### src/hw/sys_arr_macros.svh
`ifndef SYS_ARR_MACROS_SVH
`define SYS_ARR_MACROS_SVH

// array dimension, the engine computes one SA_N x SA_N product at a time
`define SA_N 4

// element width, every sum and product wraps at this width
`define SA_DATA_W 16

// iteration counter covers input, partial and drain steps
`define SA_ITER_W ($clog2(3 * `SA_N))

`endif

### src/hw/sys_arr_pkg.sv
`include "sys_arr_macros.svh"

package sys_arr_pkg;

    typedef logic signed [`SA_DATA_W-1:0] sa_elem_t;   // one matrix element
    typedef sa_elem_t [`SA_N-1:0] sa_row_t;            // element j at index j
    typedef logic [$clog2(`SA_N)-1:0] sa_idx_t;        // row number inside one GEMM

    // one row written by the host
    typedef struct packed {
        logic    en;
        sa_idx_t row_idx;
        sa_row_t data;
    } sa_load_t;

    typedef struct packed {
        logic mac_start;   // one grid step
        logic in_shift;    // input step, consume an input row
        logic ps_shift;    // partial step, pop product and partial rows
        logic add_start;   // drain step
        logic out_shift;   // drain step, pop a sum row
    } sa_ctrl_t;

    // one result row
    typedef struct packed {
        logic    valid;
        sa_idx_t row_idx;
        sa_row_t data;
    } sa_out_t;

    typedef enum logic [1:0] {
        PH_FREE,
        PH_INPUT,
        PH_PARTIAL,
        PH_DRAIN
    } sa_phase_e;

endpackage

### src/hw/sysarr_output_adder.sv
`timescale 1ns/10ps
`include "sys_arr_macros.svh"

module sysarr_output_adder import sys_arr_pkg::*; (
    input  logic     clk,
    input  logic     nRST,
    input  sa_row_t  prod_row,
    input  sa_row_t  ps_row,
    input  sa_ctrl_t ctrl,
    output sa_out_t  out
);
    localparam int DEPTH = 2 * `SA_N;

    typedef logic [$clog2(DEPTH)-1:0] ptr_t;

    sa_row_t mem [DEPTH];   // sum FIFO

    ptr_t    wr_ptr;
    ptr_t    rd_ptr;
    logic    add_en;     // product and partial registers hold an aligned pair
    logic    pop;
    sa_row_t sum;
    sa_idx_t out_cnt;    // row number of the next result
    logic    out_valid;
    sa_idx_t out_idx;
    sa_row_t out_data;

    always_comb begin
        for (int j = 0; j < `SA_N; j++) sum[j] = prod_row[j] + ps_row[j];
    end

    assign pop = ctrl.add_start && ctrl.out_shift;

    always_ff @(posedge clk) begin
        if (add_en) mem[wr_ptr] <= sum;
        if (pop) out_data <= mem[rd_ptr];
    end

    always_ff @(posedge clk, negedge nRST) begin
        if (!nRST) begin
            add_en    <= 1'b0;
            wr_ptr    <= '0;
            rd_ptr    <= '0;
            out_cnt   <= '0;
            out_valid <= 1'b0;
            out_idx   <= '0;
        end else begin
            add_en    <= ctrl.ps_shift;   // pops land one edge after the partial step
            out_valid <= pop;
            if (add_en) wr_ptr <= (wr_ptr == ptr_t'(DEPTH - 1)) ? '0 : wr_ptr + 1'b1;
            if (pop) begin
                rd_ptr  <= (rd_ptr == ptr_t'(DEPTH - 1)) ? '0 : rd_ptr + 1'b1;
                out_idx <= out_cnt;
                out_cnt <= (out_cnt == sa_idx_t'(`SA_N - 1)) ? '0 : out_cnt + 1'b1;
            end
        end
    end

    assign out = '{valid: out_valid, row_idx: out_idx, data: out_data};

endmodule

### config.mk
export PLATFORM = sky130hd
export DESIGN_NAME = sysarr_output_adder
export DESIGN_NICKNAME = d
export VERILOG_FILES = /design/src/hw/sys_arr_pkg.sv /design/src/hw/sysarr_output_adder.sv
export VERILOG_INCLUDE_DIRS = /design/src /design/src/hw
export SDC_FILE = /design/constraint.sdc
export NUM_CORES = 1
export LEC_CHECK = 0
export BUFFER_PORTS_ARGS = -buffer_cell sky130_fd_sc_hd__buf_2
export CAP_MARGIN = 25
export CORE_MARGIN = 2
export CORE_UTILIZATION = 65
export CTS_BUF_LIST = sky130_fd_sc_hd__clkbuf_8
export CTS_CLUSTER_SIZE = 28
export DETAILED_ROUTE_END_ITERATION = 12
export PLACE_DENSITY_LB_ADDON = 0.2
export RECOVER_POWER = 50
export SETUP_SLACK_MARGIN = 0.05
export SKIP_CTS_REPAIR_TIMING = 1
export SYNTH_ARGS = -nofsm -noshare
export SYNTH_HDL_FRONTEND = slang
export SYNTH_SLANG_ARGS = --single-unit
### constraint.sdc
create_clock -name clk -period 11.5 [get_ports clk]
set_clock_uncertainty 0.1 [all_clocks]
set_input_delay 0.575 -clock clk [delete_from_list [all_inputs] [get_ports clk]]
set_output_delay 0.575 -clock clk [all_outputs]
set_load 0.01 [all_outputs]
## Yosys cells after proc, flatten, opt, wreduce, memory -nomap -nowiden

Memory sizes are Yosys's and may differ from the RTL's. A register that Yosys moved wholly into a read port is not among the register bits.
Cells that the tools add are included.

| operators by class | value |
|---|---|
| add/subtract/negate cells | 7 |
| eq/ne operators | 3 |
| multiplexer cells | 5 |
| reductions and logical operators | 1 |

Operators by type and width:

| kind | count |
|---|---|
| $add 16x16->16 | 4 |
| $add 3x1->3 const B | 2 |
| $eq 3x3->1 const B | 2 |
| $mux 3 | 2 |
| $add 2x1->2 const B | 1 |
| $eq 2x2->1 const B | 1 |
| $mux 1 | 2 |
| $mux 2 | 1 |
| $logic_and 1x1->1 | 1 |

| word-level totals | value |
|---|---|
| flip-flop bits (word level) | 12 |
| RAM bits | 512 |
| input port bits | 135 |
| output and inout port bits | 67 |
| word-level logic and storage cells | 23 |
| memories | 1 |

Memories:

| name | words | width | rd ports | clocked after Yosys merged registers in | write ports | RTL line | source |
|---|---|---|---|---|---|---|---|
| mem | 8 | 64 | 1 | 1 | 1 | sysarr_output_adder.sv:16 | `sa_row_t mem [DEPTH];` |

## Longest topological paths before layout

| logic depth | value |
|---|---|
| depth in word-level cells | 2 |
| depth in mapped cells | 7 |
| depth with buffers taken out | 7 |

## Least setup slack after synthesis

OpenSTA, ideal clock, no wires.

| timing path | value |
|---|---|
| path kind | reg-to-reg |
| start | register wr_ptr[2] |
| end | memory mem[0][0] (netlist name), enable pin |
| library setup time | 0.565 ns |
| arrival time | 4.926 ns |
| data required time | 10.835 ns |
| setup slack | 5.910 ns |
| stages on the path, launching flop included | 3 |
| path buffers | 0 |
| period minus slack after synthesis | 5.590 ns |
| cells stage by stage | dfrtp_1 -> nand2b_1 -> nor3_1 |

RTL lines:

| element | RTL line | source |
|---|---|---|
| start, declared | sysarr_output_adder.sv:18 | `ptr_t wr_ptr;` |
| start signal, assigned | sysarr_output_adder.sv:50 | `if (add_en) wr_ptr <= (wr_ptr == ptr_t'(DEPTH - 1)) ? '0 : wr_ptr + 1'b1;` |
| end, declared | sysarr_output_adder.sv:16 |  |

Straight into the memory's write port.

## Worst setup path after layout

| timing path | value |
|---|---|
| start | input ctrl[1] (netlist name) |
| end | register out_data (netlist bit out[35]), read port of mem, enable pin |

| on the way | value |
|---|---|
| cells in the longest elaborated chain, start to end | 1 |

Ends and longest elaborated chain:

| element | RTL line | source |
|---|---|---|
| start, declared | sysarr_output_adder.sv:9 | `input sa_ctrl_t ctrl,` |
| $logic_and 1x1->1 | sysarr_output_adder.sv:32 | `assign pop = ctrl.add_start && ctrl.out_shift;` |
| net pop | sysarr_output_adder.sv:21 | `logic pop;` |
| end, declared | sysarr_output_adder.sv:26 | `sa_row_t out_data;` |

The timed path passes the listed nets, and every way through them passes these cells.
A chain may end at the register's enable or synchronous reset.

==> results.yml <==
grt:
  grt_pass1_wl_mm: 70.6
  grt_max_degree: 67
  grt_util_all_layers: 0.242
  antenna_found_initial: 0
  first_global_vias: 12800
  grt-ovfl-total: 0
worst_setup_path:
  path_max_fanout: 49
  start_kind: "primary input"
  r2r_start: "wr_ptr[0]"
  critPathKind: "primary input to flop"
  cp.arrival_ns: 4.36
  worstPathRequired_ns: 11.53
  critPathCaptureType: "flop"
  rr_worst_depth: 4
  r2r_setup_slack_ns: 7.66
  r2r_end: "mem[6][5]"
clock_tree:
  cts_root_buffer: "clkbuf_8"
  path_clk_slew_ns: 0.06
  clockBufferDepth: 3
  cts_inserted_buffers: 90
  clk_latency_ns: 0.61
  cts_tree: "built"
  cts_max_level: 3
  clkSinkCount: 588
yosys:
  synthArstFlopShare: 0.0204
  synth-edff-count: 576
  synth_warnings: 0
  synth_cell_types: 55
  syn-cell-area_um2: 24600
  synth_nets: 1468
  ys_ff_latch: 588
  synthCells: 1264
  ys_seq_area_frac: 0.714
  synth_flop_cell: "edfxtp_1"
  postSynthAreaPerCell_um2: 19.5
hold_path:
  min-delay-start: "ps_row[48]"
  hold_end: "mem[3][48]"
  hold_class: "primary input to flop"
  min_path_cells: 2
routing:
  drt-initial-drc-count: 931
  highest_layer: "met4"
  wl_met3_mm: 2.82
  ant_nets: 0
  met2WireLength_mm: 23.2
  drt-pass1-iter-count: 4
  wl_per_cell_um: 21.9
  drc: 0
  viasPerCell: 6.05
  routed_wl_mm: 46.2
  num_vias: 12800
  wl_met1_mm: 19.4
sta:
  setup-tns-final_ns: 0
  setup_viol: 0
  min_period_over_period: 0.376
  period_needed_ns: 4.33
  hold_viol: 0
  max_slew_margin: -1.48
  tightest_slew_ns: 3.72
  whs_ns: 0.331
  rsz0062_at_grt: "false"
  fmax_ghz: 0.231
  slew_violations: 225
finish:
  antenna_cells: 0
  mostFrequentLayoutCells: "edfxtp_1, mux4_2, buf_2"
  fin_nets: 1744
  design_area_um2: 27800
  drive_gt1_frac: 0.283
  syn2layout_area_growth_pct: 12.7
  final_common_cell: "edfxtp_1"
  finalNonFillerCells: 2114
  utilization: 0.741
flow_run:
  drv_cap: 7
floorplanning:
  rows: 71
  pin_count: 202
  fp.coreArea_um2: 37500
  die-area_um2: 39500
  die_y_um: 199
  start_util: 0.657
  die_x_um: 199
placement:
  place_congestion: 0.888
  port_buffers: 199
  dp_hpwl_mm: 26.7
  dp_cells: 1957
  place_area_um2: 26300
power_and_ir_drop:
  vdd_ir_drop_max_mv: 0.127
  p_leak_nw: 9.50
  p_per_area_nw_per_um2: 214
run_status:
  violations: "max-capacitance violations, max-slew violations"
  outcome: "complete, but fails checks"
-- kinds of logic (layout without fill, tap and decap cells) --
logic type                 Yosys count  in the layout  synth area share
buffers and inverters               52            391            0.0117
xor gates and xnor gates            44             44            0.0156
adders and majority gates           69             69            0.0363
and+or+nand+nor                    143            143            0.0281
DFF                                588            588             0.714
muxes                              201            201             0.150
AOI/OAI and AO/OA                  167            167            0.0438
-- synthesized netlist by cell type (9+ instances only) --
cell type  instances  area, µm²
inv_1             12       45.0
ha_1              65        813
nor2_1            44        165
a211oi_1          18        135
edfxtp_1         576      17300
buf_6             11        124
mux2_2            70        788
clkbuf_1          14       52.6
mux4_2           128       2880
xor2_1            18        158
a21o_1            23        173
nor3_1            14       70.1
nand3_1           14       70.1
o21a_1             9       67.6
a21oi_1           47        235
xnor2_1           26        228
nand2_1           27        101
dfrtp_1           12        300
o21ai_0           29        145
-- worst max-delay path, cell delays in order --
cell and delay [ns]:
buf_2 0.07, nand2_1 0.24, clkinvlp_2 0.73, clkbuf_1 2.66
-- layer usage --
metal / global-route usage / vias up
li1: - / 5786
met1: 0.332 / 6503
met2: 0.401 / 433
met3: 0.0456 / 65
met4: 0.0768 / 0
met5: 0 / -
-- worst max-delay path by stage --
stage                     startpoint         to  slack [ns]  cells past startpoint
after floorplan            wr_ptr[2]  mem[0][0]        5.91                      2
after global placement     rd_ptr[0]    out[37]        7.92                      4
after detailed placement   rd_ptr[0]    out[37]        7.91                      4
after CTS                  rd_ptr[0]    out[37]        7.88                      4
after global routing         ctrl[1]    out[35]        6.93                      4
final                        ctrl[1]    out[35]        7.17                      4
-- registers in the layout, indices dropped and copies added, names as in the netlist --
name       count
add_en         1
mem          512
out           64
out_cnt        2
out_idx        2
out_valid      1
rd_ptr         3
wr_ptr         3
-- final cells by class --
type                       instances  area (µm²)
multi-input combinational        624        6770
clock buffer                      97        1340
clock inverter                    58         280
inverter                          12        46.3
timing repair buffer             224        1080
sequential                       588       17600
fill                            2234        9720
tap                              511         639
-- through the flow --
| step | setup WS, ns | power [mW] |
|---|---|---|
| after detailed placement | 7.91 | 4.48 |
| final | 7.17 | 5.94 |
| after global placement | 7.92 | 4.41 |
| after global routing | 6.93 | 6.22 |
| after CTS | 7.88 | 6.03 |
| after floorplan | 5.91 | 4.05 |
-- where the power goes --
part / internal (mW) / total [mW] / switching [mW]
Clock: 0.813 / 1.54 / 0.729
Combinational: 0.646 / 1.39 / 0.741
Sequential: 2.87 / 3.02 / 0.146
Total: 4.33 / 5.94 / 1.62
Power figures use the tool's default switching activity.
