===== src/hw/sys_arr_macros.svh =====
`ifndef SYS_ARR_MACROS_SVH
`define SYS_ARR_MACROS_SVH

// array dimension, the engine computes one SA_N x SA_N product at a time
`define SA_N 4

// element width, every sum and product wraps at this width
`define SA_DATA_W 16

// iteration counter covers input, partial and drain steps
`define SA_ITER_W ($clog2(3 * `SA_N))

`endif


===== src/hw/sys_arr_pkg.sv =====
`include "sys_arr_macros.svh"

package sys_arr_pkg;

    typedef logic signed [`SA_DATA_W-1:0] sa_elem_t;   // one matrix element
    typedef sa_elem_t [`SA_N-1:0] sa_row_t;            // element j at index j
    typedef logic [$clog2(`SA_N)-1:0] sa_idx_t;        // row number inside one GEMM

    // one row written by the host
    typedef struct packed {
        logic    en;
        sa_idx_t row_idx;
        sa_row_t data;
    } sa_load_t;

    typedef struct packed {
        logic mac_start;   // one grid step
        logic in_shift;    // input step, consume an input row
        logic ps_shift;    // partial step, pop product and partial rows
        logic add_start;   // drain step
        logic out_shift;   // drain step, pop a sum row
    } sa_ctrl_t;

    // one result row
    typedef struct packed {
        logic    valid;
        sa_idx_t row_idx;
        sa_row_t data;
    } sa_out_t;

    typedef enum logic [1:0] {
        PH_FREE,
        PH_INPUT,
        PH_PARTIAL,
        PH_DRAIN
    } sa_phase_e;

endpackage


===== src/hw/sysarr_partial_buffer.sv =====
`timescale 1ns/10ps
`include "sys_arr_macros.svh"

module sysarr_partial_buffer import sys_arr_pkg::*; (
    input  logic     clk,
    input  logic     nRST,
    input  sa_load_t ps_load,
    input  sa_ctrl_t ctrl,
    output sa_row_t  ps_row
);
    localparam int DEPTH = 2 * `SA_N;   // two halves of one GEMM each

    typedef logic [$clog2(DEPTH)-1:0] ptr_t;

    sa_row_t mem [DEPTH];

    logic    wr_bank;   // half that takes the rows of the GEMM being loaded
    sa_idx_t wr_cnt;    // rows of that GEMM received so far
    ptr_t    wr_addr;
    ptr_t    rd_ptr;

    // rows land by index, so they may arrive in any order within a GEMM
    assign wr_addr = wr_bank ? ptr_t'(`SA_N) + ptr_t'(ps_load.row_idx)
                             : ptr_t'(ps_load.row_idx);

    always_ff @(posedge clk) begin
        if (ps_load.en) mem[wr_addr] <= ps_load.data;
        if (ctrl.ps_shift) ps_row <= mem[rd_ptr];   // lines up with the product pop
    end

    always_ff @(posedge clk, negedge nRST) begin
        if (!nRST) begin
            wr_bank <= 1'b0;
            wr_cnt  <= '0;
            rd_ptr  <= '0;
        end else begin
            if (ps_load.en) begin
                if (wr_cnt == sa_idx_t'(`SA_N - 1)) begin
                    wr_cnt  <= '0;
                    wr_bank <= !wr_bank;   // GEMM complete, next one uses the other half
                end else begin
                    wr_cnt <= wr_cnt + 1'b1;
                end
            end
            if (ctrl.ps_shift) begin
                rd_ptr <= (rd_ptr == ptr_t'(DEPTH - 1)) ? '0 : rd_ptr + 1'b1;
            end
        end
    end

endmodule


===== config.mk =====
export PLATFORM = sky130hd
export DESIGN_NAME = sysarr_partial_buffer
export DESIGN_NICKNAME = d
export VERILOG_FILES = /design/src/hw/sys_arr_pkg.sv /design/src/hw/sysarr_partial_buffer.sv
export VERILOG_INCLUDE_DIRS = /design/src /design/src/hw
export SDC_FILE = /design/constraint.sdc
export NUM_CORES = 1
export LEC_CHECK = 0
export BUFFER_PORTS_ARGS = -buffer_cell sky130_fd_sc_hd__buf_2
export CAP_MARGIN = 0
export CORE_MARGIN = 10
export CORE_UTILIZATION = 47
export DETAILED_ROUTE_END_ITERATION = 10
export RECOVER_POWER = 100
export SKIP_CTS_REPAIR_TIMING = 1
export SLEW_MARGIN = 30
export SYNTH_ARGS = -nofsm -noshare
export SYNTH_HDL_FRONTEND = slang
export SYNTH_SLANG_ARGS = --single-unit
export TNS_END_PERCENT = 20

===== constraint.sdc =====
create_clock -name clk -period 6.35 [get_ports clk]
set_input_delay 1.27 -clock clk [delete_from_list [all_inputs] [get_ports clk]]
set_output_delay 1.27 -clock clk [all_outputs]
set_load 0.005 [all_outputs]

=== After elaboration in Yosys (flattened, before gate mapping) ===
Memories as Yosys holds them, arrays and structs flattened. A register that Yosys moved wholly into a read port is not among the register bits.
Index checks and enable logic that the tools add are counted.

* Memories: 1
* Bits in writable memories: 512
* Input port bits: 74
* Output and inout bits: 64
* Register bits: 6

* Multiplexer cells: 5
* Add/subtract/negate cells: 3
* Equality and inequality tests: 2
* Reductions and logical operators: 2

{| class="wikitable"
|+ Memory list
! memory !! depth !! bits a word !! rd ports !! clocked after memory_dff !! wr ports !! RTL line !! source
|-
| mem || 8 || 64 || 1 || 1 || 1 || sysarr_partial_buffer.sv:15 || <nowiki>sa_row_t mem [DEPTH];</nowiki>
|}

{| class="wikitable"
|+ Operators with widths
! operator !! count
|-
| 3-bit 2-to-1 mux || 2
|-
| 3-bit by 1-bit adder with 3-bit output, second input constant || 1
|-
| 3-bit by 2-bit adder with 3-bit output, first input constant || 1
|-
| 3-bit == test, second input constant || 1
|-
| 2-bit by 1-bit adder with 2-bit output, second input constant || 1
|-
| 2-bit == test, second input constant || 1
|-
| 1-bit 2-to-1 mux || 2
|-
| 2-bit 2-to-1 mux || 1
|-
| 2-bit AND reduction || 1
|-
| 1-bit logical NOT || 1
|}

=== Depth between registers and ports, before layout ===
Gate-level depths: netlist of the first run.

* Word-level depth: 2
* Depth in mapped cells: 5

=== Worst setup path before layout of the first run ===
OpenSTA, ideal clock, no wires.

* Path type: input-to-reg
* Start: in ps_load[64] in the netlist's numbering
* End: mem mem[0][0] in the netlist's numbering (enable)
* Path slack: 0.050 ns
* Stages on the path: 1
* Data arrival time: 5.734 ns
* Cells stage by stage: nor3_1

* Word-level cells in the longest chain between the ends: 2

{| class="wikitable"
|+ RTL lines
! item !! RTL line !! source
|-
| from (decl) || sysarr_partial_buffer.sv:7 || <nowiki>input sa_load_t ps_load,</nowiki>
|-
| 3-bit by 2-bit adder with 3-bit output || sysarr_partial_buffer.sv:23 || <nowiki>assign wr_addr = wr_bank ? ptr_t'(`SA_N) + ptr_t'(ps_load.row_idx)</nowiki>
|-
| 3-bit 2-to-1 mux (*) || sysarr_partial_buffer.sv:23 ||
|-
| to (decl) || sysarr_partial_buffer.sv:15 ||
|}

Mark *: on every way between the ends. The rest lies on a longest branch, timed or not.

=== Worst setup path after layout of the first run ===
* Start: in ps_load[66] in the netlist's numbering
* End: mem mem[5][7] in the netlist's numbering (enable)

* Word-level cells in the longest chain between the ends: 2

{| class="wikitable"
|+ RTL lines
! item !! RTL line !! source
|-
| 1-bit 2-to-1 mux || sysarr_partial_buffer.sv:27 || <nowiki>if (ps_load.en) mem[wr_addr] <= ps_load.data;</nowiki>
|-
| 1-bit 2-to-1 mux (not written as such) || sysarr_partial_buffer.sv:27 ||
|}

No other way between the ends.

==> run metrics, run 1 <==
run status=finished, violations left; failing checks=max-capacitance violations, max-slew violations; sequential share of the synthesized area=between 80% and 90%; CTS tree=done; top cells by area, synth=edfxtp_1 81%, mux4_2 13%, mux2_2 3.5%, dfrtp_1 0.70%, buf_6 0.58%; Setup TNS=0 ps; Placer Congestion=~0.68; dpl cells=about 1,600; CTS root buffer=clkbuf_16; Die ar.=54,590 µm²; Final Hold Fails=0; initial DRC count=between 600 and 700; Post-Syn Area per Cell=approximately 26 µm²; R2R depth=3; Final setup viols=0; initial antenna violation count=6; Core ar.=approximately 45,000 µm²; drt wl/cell=24.78 µm; vias in the first global route=9,686; Syn Nets=~910; number of warnings issued by yosys=0; clk slew on worst S/H paths=around 60 ps; critical path launch point type=primary input; critical path depth=4; #FFs+latches synth=slightly below 600; Synth Instances=around 840; Area Growth Syn to Fin=13.71%; die width=between 200 and 250 µm; cts bufs inserted=57; critical path class=in2reg; final core occ=between 50% and 60%; Slew Limit Fails=approximately 560; RSZ-0062 raised after global routing=no; leakage=about 7.6 nW; GRT Util Overall=between 10% and 20%; largest net degree at the start of global routing=91; Max FO, Critical Path=31; antenna-violating nets left=0; Arrival @ worst endpoint=about 4600 ps; fin cells=~1,700; final wirelength=41.19 mm; Overflow after GRT=0; Final #Nets=1,090; first-pass GRT wire length=just over 60 mm; slowest stage cell, crit path=clkbuf_1; Hold WC Path Type=reg2reg; initial core utilization=a little under half; Skew-Pair Late Insertion Delay=about 600 ps; Crit path max-delay family=buffers and inverters; fmax=around 230 MHz; via count=~9,000; Fillers=3,561; fin crit period=4419 ps; worst setup path end=mem[5][7]; Critical R2R Launch=rd_ptr[2]; DR pass1 iterations=5; layout cells sized above 1=roughly a quarter; pwr/cell area=422.8 nW/µm²; Core Rows=slightly below 80; Tcrit/Tclk final=69.58%; library cells used by synthesis=18; Post-DP HPWL=around 22 mm; Worst slew margin=-108.8%; IO Port Bufs=~130; # IOs=between 100 and 150; TritonCTS Sinks=582; DRC violations left=0; Synth Cell Area=21,450 µm²; CP endpoint kind=flop; crit-path cells=clkbuf_1 > nand2_1 > nor2_1 > clkbuf_1; CTS H-tree depth=2; setup slack, reg-to-reg=~2200 ps; worst slew pin tran=between 3000 and 4000 ps; final hold slack=between 400 and 500 ps; max_cap viols=18; dominant cell type by area after synthesis=edfxtp_1; Clock Skew=18.79 ps; Vert. Die Dim=approximately 230 µm; Clock Path Buffers=3; most used cell, CP=clkbuf_1; WP data required=6510 ps; top-area cell type share of the netlist area=between 80% and 90%; mean number of vias per cell=about 5.4; Worst R2R End=ps_row[62]; Max stage delay on crit path=1800 ps; CP startpoint=ps_load[66]; CP bufs+invs=2; VDD IR max=about 0.30 mV
[flip-flops by register name, summed over array words and instances (netlist names)]
name	cells
ps_row	64
wr_bank	1
wr_cnt	2
mem	512
rd_ptr	3
[layout by cell type, fill, tap and decap left out, drive strengths merged, types with 4 or more instances in the layout]
| master | instances |
|---|---|
| edfxtp | 576 |
| clkbuf | 205 |
| mux4 | 128 |
| mux2 | 67 |
| clkinv | 34 |
| buf | 17 |
| nor2 | 7 |
| dfrtp | 6 |
| nand2b | 4 |
[cells in the mapped netlist (all sizes together)]
master,number
xnor2,1
edfxtp,576
dfrtp,6
nand3b,1
nand2,3
mux2,67
buf,24
o21ai,1
inv,1
nor3,2
mux4,128
mux2i,1
clkbuf,12
ha,3
nand2b,4
nor2,7
[how the worst min path moves through the flow]
stage / endpoint / start / cells after the start / slack, ps
floorplan: wr_cnt[0] / wr_cnt[0] / 1 / 460
global placement: wr_cnt[0] / wr_cnt[0] / 1 / 470
detailed placement: wr_cnt[0] / wr_cnt[0] / 1 / 490
CTS: wr_cnt[1] / nRST / 1 / 470
global route: wr_cnt[0] / wr_cnt[0] / 1 / 510
finish: wr_cnt[0] / wr_cnt[0] / 1 / 490
[per-layer routing]
layer	global-route usage (%)	wire, µm	vias to the layer above
li1	-	-	3941
met1	20.30	17390	4814
met2	25.26	20680	197
met3	3.858	2285	72
met4	3.628	771	10
met5	0	58	-
[cell type report]
| type | instances | area [µm²] | share of cell area [%] |
|---|---|---|---|
| Sequential cell | 582 | 17450 | 71.54 |
| Multi-Input combinational cell | 218 | 3786 | 15.52 |
| Clock buffer | 69 | 1514 | 6.206 |
| Tap cell | 600 | 750.7 | 3.078 |
| Timing Repair Buffer | 153 | 635.6 | 2.606 |
| Clock inverter | 38 | 249.0 | 1.021 |
| Inverter | 1 | 5.005 | 0.02052 |
| Antenna cell | 1 | 2.502 | 0.01026 |
[worst reg2reg max path, stage by stage (launching register included)]
cell	delay [ps]
dfrtp_4	780
clkbuf_1	2210
mux4_2	520
mux2_1	360
[per-stage QoR]
| step | worst slack [ps] | total power [mW] | instance area [µm²] |
|---|---|---|---|
| detailed placement | 2839 | 7.327 | 22930 |
| CTS | 3332 | 10.52 | 24690 |
| floorplan | 50.10 | 6.645 | 21450 |
| global placement | 2895 | 7.303 | 22870 |
| finish | 1931 | 10.31 | 24390 |
| global route | 1643 | 10.83 | 24390 |
[logic make-up (layout without fill, tap and decap cells)]
group / after synthesis / count (layout) / share of synthesized area [%]
adder cells (fa/ha/maj): 3 / 3 / 0.1750
multiplexers: 196 / 196 / 17.00
AO/OA/AOI/OAI: 1 / 1 / 0.02331
buffers and inverters: 37 / 261 / 1.061
XOR/XNOR: 1 / 1 / 0.04083
flip-flops: 582 / 582 / 81.33
AND/OR/NAND/NOR: 17 / 17 / 0.3733
other: 0 / 1 / 0
[power by group]
group | leakage, nW | switching, mW | internal [mW]
Clock | 0.866 | 1.36 | 1.81
Combinational | 1.39 | 0.958 | 1.19
Sequential | 5.35 | 0.245 | 4.75
(Power assumes the default switching activity.)
==> run 2: changes to the inputs <==
- clock period: 6.35 -> 4.2 ns (I/O delays scaled with it)
==> run 2 against run 1 <==
The run still ends with max-capacitance violations, max-slew violations left. Clock skew increased by 2.7 ps. Total power increased by 52%. Via count shrank 0.32%. Die area is the same. Core utilization rose by 0.31 points. Combinational power increased by 53%. Register-to-register slack got worse by 1100 ps. First-iteration DRC count shrank 0.62%. Routed wire length shrank 0.31%. Clock power grew 53%. Sequential cell count unchanged. Critical path type is now reg2reg.
==> run metrics, run 2 (synthesis results as in run 1) <==
run status=finished, violations left; failing checks=max-capacitance violations, max-slew violations; most common cell after layout, fill and taps aside=edfxtp_1; Max stage delay on crit path=roughly 1200 ps; top flop regs=mem: 512 flops, ps_row: 64 flops, rd_ptr: 3 flops; initial DRC count=641; layout cells sized above 1=approximately 28%; Post-DP HPWL=between 20 and 25 mm; TritonCTS Sinks=582; Slew Limit Fails=roughly 370; Die ar.=approximately 55,000 µm²; Critical R2R Launch=wr_bank; slowest stage cell, crit path=nor2_1; clk slew on worst S/H paths=approximately 60 ps; initial core utilization=47.38%; Biggest register=mem; GRT Util Overall=between 10% and 20%; initial antenna violation count=5; die width=around 230 µm; CP startpoint=wr_bank; RSZ-0062 raised after global routing=no; max_cap viols=9; Tcrit/Tclk final=73.19%; critical path launch point type=flop; Area Growth Syn to Fin=14.36%; Final setup viols=0; Core ar.=45,280 µm²; CTS H-tree depth=2; first-pass GRT wire length=roughly 62 mm; Arrival @ worst endpoint=between 3000 and 4000 ps; antenna-violating nets left=0; fmax=approximately 330 MHz; final wirelength=approximately 40 mm; cts bufs inserted=between 50 and 60; Skew-Pair Late Insertion Delay=about 600 ps; Max FO, Critical Path=14; CP endpoint kind=flop; final hold slack=129.1 ps; Final #Nets=1,092; VDD IR max=0.4331 mV; pwr/cell area=between 600 and 700 nW/µm²; fin cells=between 1,500 and 2,000; Overflow after GRT=0; Placer Congestion=about 0.66; Vert. Die Dim=around 230 µm; worst slew pin tran=around 2300 ps; Final Hold Fails=0; R2R depth=3; Clock Skew=21.52 ps; max reg flops=~510; dpl cells=approximately 1,600; fin crit period=between 3000 and 4000 ps; CTS root buffer=clkbuf_16; Core Rows=78; most frequent cells in the layout=576 x edfxtp_1, 144 x clkbuf_1, 128 x mux4_2; CTS tree=done; critical path class=reg2reg; largest net degree at the start of global routing=65; DRC violations left=0; crit-path cells=nand2b_1 > nor2_1 > clkbuf_1; WP data required=4410 ps; via count=about 9,000; mean number of vias per cell=5.412; Hold WC Path Type=in2async; Worst slew margin=-56.23%; drt wl/cell=roughly 25 µm; # IOs=~140; vias in the first global route=9,639; IO Port Bufs=133; leakage=approximately 7.7 nW; DR pass1 iterations=5; Clock Path Buffers=3
-- run 2: layout make-up --
| cell class | count | area, µm² |
|---|---|---|
| Fill cell | 3532 | 20750 |
| Sequential cell | 582 | 17450 |
| Multi-Input combinational cell | 218 | 3812 |
| Clock buffer | 76 | 1540 |
| Tap cell | 600 | 750.7 |
| Timing Repair Buffer | 155 | 734.5 |
| Clock inverter | 30 | 236.5 |
| Inverter | 1 | 5.005 |
| Antenna cell | 2 | 5.005 |
-- run 2: power by group --
part	leakage (nW)	switching, mW	total, mW	internal, mW
registers	5.35	0.328	7.51	7.18
clock network	0.873	2.05	4.85	2.81
logic	1.45	1.50	3.28	1.77
total	7.67	3.88	15.6	11.8
-- run 2: metrics by stage --
stage / cell area, µm² / setup TNS (ps) / worst slack [ps] / total power, mW / util, %
finish: 24530 / 0 / 1126 / 15.64 / 54.18
global route: 24530 / 0 / 921.2 / 16.40 / 54.17
CTS: 24820 / 0 / 1811 / 16.01 / 54.82
detailed placement: 23050 / 0 / 1473 / 11.13 / 50.89
global placement: 23050 / 0 / 1519 / 11.10 / 50.89
floorplan: 21460 / -106870 / -1670 / 10.04 / -
-- run 2: worst paths after layout --
path	endpoint	slack, ps
max reg2reg	mem[3][14]	1130
min in group clk	wr_bank	480
min	wr_cnt[1]	130
min reg2reg	wr_bank	480
max in group asynchronous	rd_ptr[2]	3760
max	mem[3][14]	1130
-- run 2: worst max-delay path: cells and delay by family (launching register included) --
kind | cells | cell delay (ps)
buf+inv | 1 | 810
simple gates | 2 | 1470
flops | 1 | 390
-- run 2: metal layers --
| metal | global-route usage, % | wire (µm) | part of all wire, % | up-vias |
|---|---|---|---|---|
| met3 | 3.470 | 2062 | 5.0 | 63 |
| li1 | - | - | - | 3955 |
| met5 | 0 | 55 | 0.13 | - |
| met4 | 4.112 | 639 | 1.6 | 8 |
| met2 | 24.78 | 20300 | 49 | 175 |
| met1 | 20.60 | 18000 | 44 | 4804 |
==> run 3: changes to the inputs <==
- clock period: 4.2 -> 3.1 ns (I/O delays scaled with it)
==> run 3 against run 2 <==
Via count grew 0.62%. Critical path depth did not move. Setup slack worse by 640 ps. The flow still finishes with violations (max-capacitance violations, max-slew violations). Highest routed layer unchanged. Register-to-register slack got worse by 640 ps. Worst hold slack improved by 160 ps.
==> run metrics, run 3 (synthesis results as in run 1) <==
run status=finished, violations left; failing checks=max-capacitance violations, max-slew violations; Vert. Die Dim=about 230 µm; critical path launch point type=flop; Arrival @ worst endpoint=2940 ps; most common cell after layout, fill and taps aside=edfxtp_1; final core occ=between 50% and 60%; fin crit period=approximately 2600 ps; pwr/cell area=roughly 880 nW/µm²; die width=between 200 and 250 µm; Placer Congestion=roughly 0.68; Worst slew margin=-18.25%; CTS tree=done; setup slack, reg-to-reg=roughly 490 ps; DR pass1 iterations=6; Skew-Pair Late Insertion Delay=approximately 600 ps; # IOs=approximately 140; Fillers=3,493; Worst R2R End=ps_row[19]; VDD IR max=0.4757 mV; Tcrit/Tclk final=a little over four fifths; Seq. cell area=between 15,000 and 20,000 µm²; leakage=between 7 and 8 nW; top flop regs=mem: 512 flops, ps_row: 64 flops, rd_ptr: 3 flops; R2R depth=3; Overflow after GRT=0; GRT Util Overall=approximately 16%; initial DRC count=around 640; TritonCTS Sinks=582; layout cells sized above 1=~29%; via count=between 9,000 and 10,000; Die ar.=between 50,000 and 60,000 µm²; Core Rows=roughly 80; worst slew pin tran=roughly 1800 ps; Slew Limit Fails=23; Final Total Pwr=~22 mW; Final setup viols=0; Biggest register=mem; WP data required=between 3000 and 4000 ps; Final Hold Fails=0; Final #Nets=between 1,000 and 1,500; Hold WC Path Type=in2reg; vias in the first global route=just under 10,000; DRC violations left=0; initial core utilization=between 40 and 50%; Clock Skew=between 10 and 15 ps; RSZ-0062 raised after global routing=no; Post-DP HPWL=21.66 mm; worst setup path end=ps_row[19]; initial antenna violation count=5; drt wl/cell=24.99 µm; Max FO, Critical Path=47; antenna-violating nets left=0; Core ar.=about 45,000 µm²; critical path class=reg2reg; final wirelength=approximately 42 mm; mean number of vias per cell=around 5.4; Clock Path Buffers=3; most frequent cells in the layout=576 x edfxtp_1, 139 x clkbuf_1, 128 x mux4_2; fmax=between 300 and 400 MHz; multi-input logic area=roughly 3800 µm²; cts bufs inserted=57; max reg flops=about 500; CP endpoint kind=flop; IO Port Bufs=~130; final hold slack=287.6 ps; CTS root buffer=clkbuf_16; CP startpoint=rd_ptr[2]; max_cap viols=1; clk slew on worst S/H paths=roughly 60 ps; Area Growth Syn to Fin=15.44%; CTS H-tree depth=2; largest net degree at the start of global routing=65; Critical R2R Launch=rd_ptr[2]; first-pass GRT wire length=63.10 mm
==> run 3: through the flow <==
| stage | setup WS [ps] | instance area, µm² | std cells | setup TNS (ps) |
|---|---|---|---|---|
| 2_1_floorplan | -830.5 | 21460 | 837 | -387560 |
| 3_3_place_gp | 846.0 | 23150 | 1562 | 0 |
| 3_5_place_dp | 836.4 | 23150 | 1562 | 0 |
| 4_1_cts | 838.1 | 25030 | 1665 | 0 |
| 5_1_grt | 408.1 | 24760 | 1666 | 0 |
| 6_report | 488.5 | 24770 | 1668 | 0 |
==> run 3: layer usage <==
layer,wire [µm],global-route usage [%]
met2,20560,25.07
met1,18400,21.08
met3,1975,3.519
met5,46,0
met4,714,4.374
==> run 3: worst min-delay path by stage <==
| stage | startpoint | endpoint | slack, ps | depth (start not counted) |
|---|---|---|---|---|
| after floorplan | nRST | rd_ptr[0] | 320 | 0 |
| after global placement | nRST | wr_bank | 470 | 1 |
| after detailed placement | nRST | wr_bank | 470 | 1 |
| after CTS | nRST | wr_bank | -170 | 1 |
| after global routing | ps_load[66] | wr_cnt[0] | 280 | 2 |
| final | ps_load[66] | wr_cnt[0] | 290 | 2 |
==> run 3: layout make-up <==
cell class	count	share of cell area [%]
inverter	1	0.02021
sequential	582	70.47
tap	600	3.031
timing repair buffer	162	3.425
clock buffer	70	6.037
multi-input combinational	218	15.44
clock inverter	33	1.561
antenna	2	0.02021
==> run 3: report_power, final <==
part / internal [mW] / total, mW / switching (mW)
logic: 2.47 / 4.57 / 2.10
registers: 9.72 / 10.2 / 0.426
clock network: 4.15 / 6.96 / 2.80
==> run 3: worst max-delay path, cell delays in order, from the launching register on <==
cell     delay, ps
dfrtp_2       1240
buf_12         340
mux4_2         340
mux2_1         340
